### src/shiftPkg.sv
package shiftPkg;

	////////////////////////////////////////
	// Basic operand types
	////////////////////////////////////////

	typedef logic [31:0] word_t;          // 32-bit operand / result word
	typedef logic signed [15:0] count_t;  // Signed shift count

	// One shift request as it sits in the queue
	typedef struct packed
	{
		word_t var1;      // Value to shift
		count_t numShift; // Positive means left, negative means right
	} shiftReq_t;

	// One finished result
	typedef struct packed
	{
		word_t value;
		logic overflow;   // Set only when a left shift saturated
	} shiftRes_t;

	////////////////////////////////////////
	// Saturation and doubling limits
	////////////////////////////////////////

	localparam word_t OUT_MAX = 32'h7fff_ffff; // Largest positive result
	localparam word_t OUT_MIN = 32'h8000_0000; // Most negative result
	localparam word_t IN_MAX = 32'h3fff_ffff;  // Above this, doubling overflows
	localparam word_t IN_MIN = 32'hc000_0000;  // Below this, doubling underflows

	// Right shifts this far or further leave only sign bits
	localparam logic [15:0] SIGN_FILL_SHIFT = 16'd31;

	// Shift unit FSM
	typedef enum logic [1:0] {IDLE, LEFT, RIGHT, DONE} shiftState_t;

endpackage
### src/opLink.sv
`timescale 1ns/1ps

// One operand stream between two design blocks
// valid goes forward with the operands, ack comes back
interface opLink
	import shiftPkg::*;
();

	logic valid;        // Push strobe or not-empty flag, depending on the link
	word_t var1;        // Operand value
	count_t numShift;   // Signed shift count
	logic ack;          // Credit return or pop strobe

	// Upstream side
	modport source
	(
		output valid,
		output var1,
		output numShift,
		input ack
	);

	// Downstream side
	modport sink
	(
		input valid,
		input var1,
		input numShift,
		output ack
	);

endinterface

### src/shifterTop.sv
`timescale 1ns/1ps

module shifterTop
#(
	parameter int QUEUE_DEPTH = 4
)
(
	input logic clk,
	input logic reset,
	input logic inValid,         // Request offered
	input logic [31:0] inVar1,
	input logic [15:0] inShift,
	output logic inReady,        // Credit available
	output logic resValid,       // Result pulse
	output logic [31:0] resValue,
	output logic resOverflow
);

	////////////////////////////////////////
	// Internal links
	////////////////////////////////////////

	opLink issueLink();  // Issue stage to queue, credit flow
	opLink workLink();   // Queue to shift unit, show-ahead pop

	////////////////////////////////////////
	// Pipeline blocks
	////////////////////////////////////////

	// Producer
	opIssue #(
		.QUEUE_DEPTH(QUEUE_DEPTH)
	) issue (
		.clk(clk),
		.reset(reset),
		.inValid(inValid),
		.inVar1(inVar1),
		.inShift(inShift),
		.inReady(inReady),
		.issueLink(issueLink)
	);

	// Buffer, same depth as the credit pool
	opQueue #(
		.QUEUE_DEPTH(QUEUE_DEPTH)
	) queue (
		.clk(clk),
		.reset(reset),
		.issueLink(issueLink),
		.workLink(workLink)
	);

	// Consumer
	shiftUnit unit (
		.clk(clk),
		.reset(reset),
		.workLink(workLink),
		.resValid(resValid),
		.resValue(resValue),
		.resOverflow(resOverflow)
	);

endmodule

### src/shiftUnit.sv
`timescale 1ns/1ps

module shiftUnit
	import shiftPkg::*;
(
	input logic clk,
	input logic reset,
	opLink.sink workLink,
	output logic resValid,
	output logic [31:0] resValue,
	output logic resOverflow
);

	shiftState_t state;
	shiftState_t nextState;
	word_t valReg;             // Working value
	word_t nextVal;
	logic [15:0] cntReg;       // Remaining count, always a magnitude
	logic [15:0] nextCnt;
	shiftRes_t resReg;         // Held result
	shiftRes_t nextRes;
	logic resLoad;             // Update result register
	logic take;                // Pop the head entry
	logic [15:0] negShift;     // Magnitude of a negative count

	// Two's complement negate; -32768 gives 32768, still far past sign fill
	assign negShift = ~workLink.numShift + 16'd1;

	////////////////////////////////////////
	// Registers
	////////////////////////////////////////

	always_ff @(posedge clk)
	begin
		if (reset)
			state <= IDLE;
		else
			state <= nextState;
	end

	// Working operands
	always_ff @(posedge clk)
	begin
		valReg <= nextVal;
		cntReg <= nextCnt;
	end

	always_ff @(posedge clk)
	begin
		if (reset)
			resReg.overflow <= 1'b0;  // Flag must read low after reset
		else if (resLoad)
			resReg <= nextRes;
	end

	////////////////////////////////////////
	// Next-state logic
	////////////////////////////////////////

	always_comb
	begin
		nextState = state;
		nextVal = valReg;
		nextCnt = cntReg;
		nextRes = resReg;
		resLoad = 1'b0;
		take = 1'b0;

		case (state)
			IDLE:
			begin
				if (workLink.valid)
				begin
					take = 1'b1;
					nextVal = workLink.var1;
					if (workLink.numShift == '0)
					begin
						// Nothing to shift, pass straight through
						nextRes = '{value: workLink.var1, overflow: 1'b0};
						resLoad = 1'b1;
						nextState = DONE;
					end
					else if (workLink.var1 == '0)
					begin
						nextRes = '{value: '0, overflow: 1'b0};  // Zero stays zero
						resLoad = 1'b1;
						nextState = DONE;
					end
					else if (workLink.numShift[15])
					begin
						nextCnt = negShift;
						nextState = RIGHT;
					end
					else
					begin
						nextCnt = workLink.numShift;
						nextState = LEFT;
					end
				end
			end

			LEFT:
			begin
				if (!valReg[31] && (valReg > IN_MAX))
				begin
					nextRes = '{value: OUT_MAX, overflow: 1'b1};  // Clamp high
					resLoad = 1'b1;
					nextState = DONE;
				end
				else if (valReg[31] && (valReg < IN_MIN))
				begin
					// Unsigned compare is fine, both words negative
					nextRes = '{value: OUT_MIN, overflow: 1'b1};
					resLoad = 1'b1;
					nextState = DONE;
				end
				else
				begin
					nextVal = valReg << 1;       // Safe doubling
					nextCnt = cntReg - 16'd1;
					if (cntReg == 16'd1)
					begin
						nextRes = '{value: valReg << 1, overflow: 1'b0}; // Last step
						resLoad = 1'b1;
						nextState = DONE;
					end
				end
			end

			RIGHT:
			begin
				nextRes.overflow = 1'b0;
				if (cntReg >= SIGN_FILL_SHIFT)
					nextRes.value = {32{valReg[31]}};  // All sign bits
				else
					nextRes.value = $signed(valReg) >>> cntReg[4:0];
				resLoad = 1'b1;
				nextState = DONE;
			end

			DONE:
			begin
				nextState = IDLE;  // Result pulse this cycle
			end

			default:
			begin
				nextState = IDLE;
			end
		endcase
	end

	assign workLink.ack = take;

	assign resValid = (state == DONE);  // One-cycle pulse
	assign resValue = resReg.value;
	assign resOverflow = resReg.overflow;

endmodule

### src/opQueue.sv
`timescale 1ns/1ps

module opQueue
	import shiftPkg::*;
#(
	parameter int QUEUE_DEPTH = 4
)
(
	input logic clk,
	input logic reset,
	opLink.sink issueLink,
	opLink.source workLink
);

	localparam int PW = $clog2(QUEUE_DEPTH);      // Pointer width
	localparam int CW = $clog2(QUEUE_DEPTH + 1);  // Occupancy width

	shiftReq_t mem [QUEUE_DEPTH];  // Entry storage
	logic [PW-1:0] wrPtr;
	logic [PW-1:0] rdPtr;
	logic [CW-1:0] count;          // Entries held
	logic push;
	logic pop;

	// Advance a pointer, wrapping at the last slot
	// Works for depths that are not a power of two
	function automatic logic [PW-1:0] nextPtr(input logic [PW-1:0] ptr);
		logic [PW-1:0] res;
		if (ptr == PW'(QUEUE_DEPTH - 1))
			res = '0;
		else
			res = ptr + 1'b1;
		return res;
	endfunction

	assign push = issueLink.valid;                // Producer never overruns, credits guard it
	assign pop = workLink.ack && workLink.valid;  // Consumer takes the head

	////////////////////////////////////////
	// Pointers and occupancy
	////////////////////////////////////////

	always_ff @(posedge clk)
	begin
		if (reset)
		begin
			wrPtr <= '0;
			rdPtr <= '0;
			count <= '0;
		end
		else
		begin
			if (push)
				wrPtr <= nextPtr(wrPtr);
			if (pop)
				rdPtr <= nextPtr(rdPtr);
			case ({push, pop})
				2'b10: count <= count + 1'b1;
				2'b01: count <= count - 1'b1;
				default: count <= count;  // Push and pop cancel
			endcase
		end
	end

	// Storage write
	always_ff @(posedge clk)
	begin
		if (push)
			mem[wrPtr] <= '{var1: issueLink.var1, numShift: issueLink.numShift};
	end

	// Show-ahead head entry
	assign workLink.valid = (count != '0);
	assign workLink.var1 = mem[rdPtr].var1;
	assign workLink.numShift = mem[rdPtr].numShift;

	assign issueLink.ack = pop;  // Freed slot goes straight back as a credit

endmodule

### src/opIssue.sv
`timescale 1ns/1ps

module opIssue
	import shiftPkg::*;
#(
	parameter int QUEUE_DEPTH = 4
)
(
	input logic clk,
	input logic reset,
	input logic inValid,
	input logic [31:0] inVar1,
	input logic [15:0] inShift,
	output logic inReady,
	opLink.source issueLink
);

	localparam int CW = $clog2(QUEUE_DEPTH + 1); // Counter holds 0..QUEUE_DEPTH

	logic [CW-1:0] credits;  // Free queue slots we may still claim
	logic accept;            // Request taken this cycle
	logic pushReg;           // One-cycle push toward the queue
	shiftReq_t reqReg;       // Registered operands

	assign inReady = (credits != '0);   // Ready whenever a slot is free
	assign accept = inValid && inReady;

	////////////////////////////////////////
	// Credit counter and push strobe
	////////////////////////////////////////

	always_ff @(posedge clk)
	begin
		if (reset)
		begin
			credits <= CW'(QUEUE_DEPTH);  // Whole queue free
			pushReg <= 1'b0;
		end
		else
		begin
			pushReg <= accept;
			case ({accept, issueLink.ack})
				2'b10: credits <= credits - 1'b1;  // Spent one
				2'b01: credits <= credits + 1'b1;  // Queue gave one back
				default: credits <= credits;       // Both or neither
			endcase
		end
	end

	// Operand capture, no reset needed
	always_ff @(posedge clk)
	begin
		if (accept)
			reqReg <= '{var1: inVar1, numShift: inShift};
	end

	assign issueLink.valid = pushReg;
	assign issueLink.var1 = reqReg.var1;
	assign issueLink.numShift = reqReg.numShift;

endmodule

### config.mk
export PLATFORM = sky130hd
export DESIGN_NAME = shifterTop
export DESIGN_NICKNAME = d
export VERILOG_FILES = /design/src/shiftPkg.sv /design/src/opLink.sv /design/src/shifterTop.sv /design/src/shiftUnit.sv /design/src/opQueue.sv /design/src/opIssue.sv
export SDC_FILE = /design/constraint.sdc
export NUM_CORES = 1
export LEC_CHECK = 0
export BUFFER_PORTS_ARGS = -buffer_cell sky130_fd_sc_hd__buf_2
export CORE_MARGIN = 5
export CORE_UTILIZATION = 61
export CTS_CLUSTER_SIZE = 20
export DETAILED_ROUTE_END_ITERATION = 6
export PLACE_DENSITY = 0.81
export REMOVE_ABC_BUFFERS = 1
export SETUP_SLACK_MARGIN = 0.15
export SLEW_MARGIN = 20
export SYNTH_ARGS = -nofsm -noshare
export SYNTH_HDL_FRONTEND = slang
export SYNTH_HIERARCHICAL = 1
export SYNTH_SLANG_ARGS = --single-unit
### constraint.sdc
create_clock -name clk -period 4.99 [get_ports clk]
set_input_delay 0.998 -clock clk [delete_from_list [all_inputs] [get_ports clk]]
set_output_delay 0.998 -clock clk [all_outputs]
set_load 0.05 [all_outputs]
==> Yosys cells after proc, flatten, opt, wreduce, memory -nomap -nowiden <==
Memories as Yosys holds them, arrays and structs flattened. A register that Yosys moved wholly into a read port is not among the register bits.
Cells that the tools add are included.
{ "word_totals": {"ff_bits": 142, "ramBits": 192, "out_inout_bits": 35, "n_memories": 1, "latch_bits": 0, "inputBits": 51, "rom_bits": 0, "wordCells": 107} }
{ "memory_table": {"columns": ["name", "words", "width", "rd", "rd_clocked_by_memory_dff", "wr", "line", "source"], "rows": [
  ["queue.mem", 4, 48, 1, 1, 1, "opQueue.sv:18", "shiftReq_t mem [QUEUE_DEPTH];"]
]} }
{ "classes": {"div_mod_pow": 0, "magnitude_cmp": 3, "muxes": 44, "n_shift": 1, "add_sub_neg": 8, "bitwise_logic": 2, "n_eq_ne": 17, "reduce_logical": 19, "n_mul": 0} }
{ "op_table": {"columns": ["operator", "n"], "rows": [
  ["2-to-1 mux 33 bit", 6],
  ["2-to-1 mux 32 bit", 4],
  ["one-hot mux 33 bit (3 select lines)", 1],
  ["2-to-1 mux 16 bit", 6],
  ["one-hot mux 32 bit (2 select lines)", 1],
  ["greater-than comparator 32 x 30 -> 1 bit, second input constant", 1],
  ["zero test 32 bit", 1],
  ["< comparator 32 bit, second input constant", 1],
  ["one-hot mux 16 bit (2 select lines)", 1],
  [">>> shifter 32 x 5 -> 32 bit", 1],
  ["2-to-1 mux 2 bit", 11],
  ["adder 16 x 1 -> 16 bit, second input constant", 1],
  ["equality test 16 x 1 -> 1 bit, second input constant", 1],
  ["greater-or-equal comparator 16 x 5 -> 1 bit, second input constant", 1],
  ["zero test 16 bit", 1],
  ["NOT 16 bit", 1],
  ["subtractor 16 x 1 -> 16 bit, second input constant", 1],
  ["equality test 2 bit, second input constant", 6],
  ["one-hot mux 3 bit (2 select lines)", 2],
  ["AND reduction 6 bit", 2],
  ["2-to-1 mux 1 bit", 10],
  ["!= test 2 bit, second input constant", 5],
  ["nonzero test 3 bit", 3],
  ["one-hot mux 2 bit (4 select lines)", 1],
  ["other kinds (15)", 25]
]} }

==> Logic depth before layout (Yosys ltp) <==
{ "logic_depth": {"depth_word": 7, "depth_mapped": 11, "depth_no_buf": 11} }

==> Modules after synthesis <==
Netlist, hierarchy kept.
{ "modules_own_cells": {"columns": ["mod", "instances", "cells_per_inst", "area_per_inst_um2", "seq_area_each_um2"], "rows": [
  ["opQueue", 1, 298, 7367.1, 5945.7],
  ["shiftUnit", 1, 752, 6950.4, 2462.4],
  ["opIssue", 1, 67, 1629.1, 1521.5]
]} }

==> Least setup slack after synthesis <==
OpenSTA, ideal clock, no wires.
{ "synth_path": {"path_type": "reg-to-reg", "startpoint": "register (tool-made name)", "endpoint": "register unit.resReg (netlist bit unit/resValue[0]) (enable)", "t_required_ns": 4.570, "n_path_buf": 2, "t_arrival_ns": 3.987, "synth_period_minus_slack_ns": 4.407, "slack_ns": 0.583, "path_stages_with_launch": 9, "setup_ns": 0.420, "path_cell_list": "dfxtp_1 -> buf_6 -> buf_6 -> mux4_2 -> or4_1 -> or4_4 -> nor3_4 -> o21ai_2 -> a211oi_2"} }
{ "synth_rtl": {"columns": ["element", "line", "source"], "rows": [
  ["end signal: assignment", "shiftUnit.sv:53", "resReg <= nextRes;"],
  ["end: declaration", "shiftUnit.sv:20", "shiftRes_t resReg;"]
]} }

==> results.md <==
- NetSw: 4.31 mW
- Grt peak-use layer: met2
- Net Sw Frac: 38.4%
- Hold Buf Count CTS: 0
- Num rows: 59
- Netlist cell types: 70
- Relative slew slack: 32.0%
- Ports: 86
- Crit Path Category: reg -> reg
- Clock buffer depth: 3
- Die width: 172 µm
- Total number of vias: 10300
- Nets: 1262
- TritonRoute pass-1 iters: 6
- Post-detail-place hpwl: 26.1 mm
- Yosys warnings: 6
- Final Critical Period: 3.67 ns
- Final Instance Area: 17800 µm²
- Drt initial violations: 1256
- Final WL: 39.5 mm
- Pwr dens: 631 nW/µm²
- Post-route clock period utilization: 73.5%
- Min-delay worst type: reg -> reg
- Setup Viol. Count Final: 0
- Max-slew violations: 0
- GPL Wtd Cong: 0.968
- Worst R2R Setup Slack: 1.32 ns
- Initial antenna violation count: 0
- TritonCTS clock tree: built
- Crit path buf inv count: 1
- Largest net degree at the start of global routing: 49
- Die ar.: 29500 µm²
- RSZ-0062 raised after global routing: no
- Synth area leaders: edfxtp_1, mux4_2, mux2_2
- Final hold vios: 0
- Register area share after synthesis: 62.3%
- Post-synth top area share: 60.3%
- Met1 usage: 39.1%
- # DRC: 0
- Met2 Use GR: 41.8%
- Setup crit start kind: flip-flop
- Chip Height: 172 µm
- Antenna Cells: 0
- Core area: 25900 µm²
- Overall power: 11.2 mW
- Max frequency: 0.273 GHz
- Met3 usage: 5.95%
- Final setup TNS: 0 ns
- Cell family with most CP delay: simple AND/OR/NAND/NOR gates
- Initial Util: 61.5%
- Vias per cell: 6.64
- CTS Sinks: 336
- Mapped cell area: 15900 µm²
- Max VDD drop: 0.000452 V
- Post-Synthesis Cells: 1117
- Placed Area: 16700 µm²
- Finished Core Util: 68.7%
- Clk pwr share: 22.4%
- Global-route wire length before repair: 60.5 mm
- Worst skew pair latency: 0.52 ns
- P_int: 6.93 mW
- Area leader, netlist: edfxtp_1
- Clk Tree Root Cell: clkbuf_16
- CP max stage delay: 0.64 ns
- Setup repair bufs after CTS: 0
- Wire per inst: 25.4 µm
- CP Max Fanout: 33
- Synthesized flop and latch total: 336
- Status: complete, no violations
- Crit. End Element: flip-flop
- Post-CTS sizing: 0
- Worst Tran Pin Value: 1.02 ns
- Port bufs: 85
- LEAKAGE: 6.00 nW
- Final Skew: 0.0123 ns
- CTS buffer count: 35
- Layout cells sized above 1: 24.5%
- Worst-path cell chain: mux4_2, or4_1, or4_4, nor3_4, buf_4, nand2_1, mux2i_1
- Mean Syn Cell Area: 14.3 µm²
- Max cap viols: 0
- GRT Total Usage: 27.1%
- Slowest cell on crit path: mux4_2
- Critical path required time: 5.28 ns
- Htree depth: 2
- Hold WS: 0.501 ns
- Vias in the first global route: 10100
- Combinational power share: 38.4%
- CP Data Arrival Time: 3.96 ns
- Grt ovf: 0
- Antenna viol nets, final: 0
- Primary FF master, synth: edfxtp_1
- Layout area overhead: 11.7%
- Clock transition at path regs: 0.06 ns
- Flop pwr share: 39.2%
- Ys async rst share: 0%
- EDFF count, synth: 320
-- per-layer routing --
metal,vias up,part of all wire [%],wire [µm]
met5,-,0,0
met1,5043,39,15600
met3,108,10,4010
met4,0,3.7,1470
met2,637,47,18400
li1,4528,-,-
-- stage by stage --
stage	instances	worst slack, ns
after floorplan	1046	-1.55
after global placement	1491	1.45
after detailed placement	1491	1.41
after CTS	1553	1.37
after global routing	1553	1.18
final	1553	1.32
-- placed cells by master, fill, tap and decap left out, types with 14 or more instances in the layout --
cell type,instances
edfxtp_1,320
buf_2,85
nand2_1,85
a21oi_1,71
nor2_1,70
mux4_2,62
mux2_2,51
mux2i_1,48
o21ai_0,37
clkbuf_16,36
buf_4,24
inv_1,20
a31oi_1,17
nand3_1,16
xnor2_1,16
ha_1,15
dfxtp_1,14
nand2b_1,14
-- cells in the mapped netlist, types with 5 or more instances --
cell	count
inv_1	21
xor2_1	12
o31ai_1	8
o22ai_1	7
buf_2	14
nor4_1	11
clkbuf_1	38
o211ai_1	11
nand2b_1	14
a31oi_1	17
o41ai_1	5
mux2_2	51
ha_1	16
or3_1	8
nor3_1	13
nand3_1	16
nand2_1	85
a21o_1	5
or2_2	5
nor2_1	70
xnor2_1	16
a211oi_1	12
mux2i_1	48
and2_1	8
nor2b_1	9
a32oi_1	5
dfxtp_1	16
mux4_2	62
a21oi_1	72
edfxtp_1	320
o21ai_0	37
buf_1	12
-- path summary, 6_finish.rpt --
| path | startpoint | end | depth (start not counted) |
|---|---|---|---|
| worst max-delay path | flip-flop | unit/resValue[14] | 7 |
| worst min-delay path | issue/issueLink.var1[6] | queue/mem[3][22] | 0 |
| worst max register to register | flip-flop | unit/resValue[14] | 7 |
| worst min register to register | issue/issueLink.var1[6] | queue/mem[3][22] | 0 |
-- power groups by stage --
| stage | combinational [mW] | clock (mW) | sequential [mW] |
|---|---|---|---|
| 2_1_floorplan | 2.78 | 0 | 4.44 |
| 3_3_place_gp | 4.17 | 0 | 4.41 |
| 3_5_place_dp | 4.18 | 0 | 4.43 |
| 4_1_cts | 4.22 | 2.56 | 4.38 |
| 5_1_grt | 4.60 | 2.69 | 4.45 |
| 6_report | 4.32 | 2.52 | 4.40 |
-- cell type report --
type / count / area, µm²
sequential: 336 / 9930
fill: 1704 / 8110
multi-input combinational: 689 / 5630
clock buffer: 43 / 947
timing repair buffer: 110 / 626
tap: 335 / 419
clock inverter: 19 / 169
inverter: 21 / 78.8
-- kinds of logic after synthesis --
family	count (synthesis)	share of synthesized area, %
mux	161	15.4
buf+inv	92	2.53
fa+ha+maj	18	1.51
flops	336	62.3
compound gates	222	8.91
xor+xnor	28	1.54
simple gates	260	7.88
-- registers in the layout, indices dropped and copies added, names as in the netlist, 3 cells and up, named ones only --
name	cells
unit/cntReg	16
unit/valReg	32
unit/resValue	32
issue/issueLink.var1	32
queue/mem	192
issue/credits	3
issue/issueLink.numShift	16
queue/count	3
(Power assumes the default switching activity.)
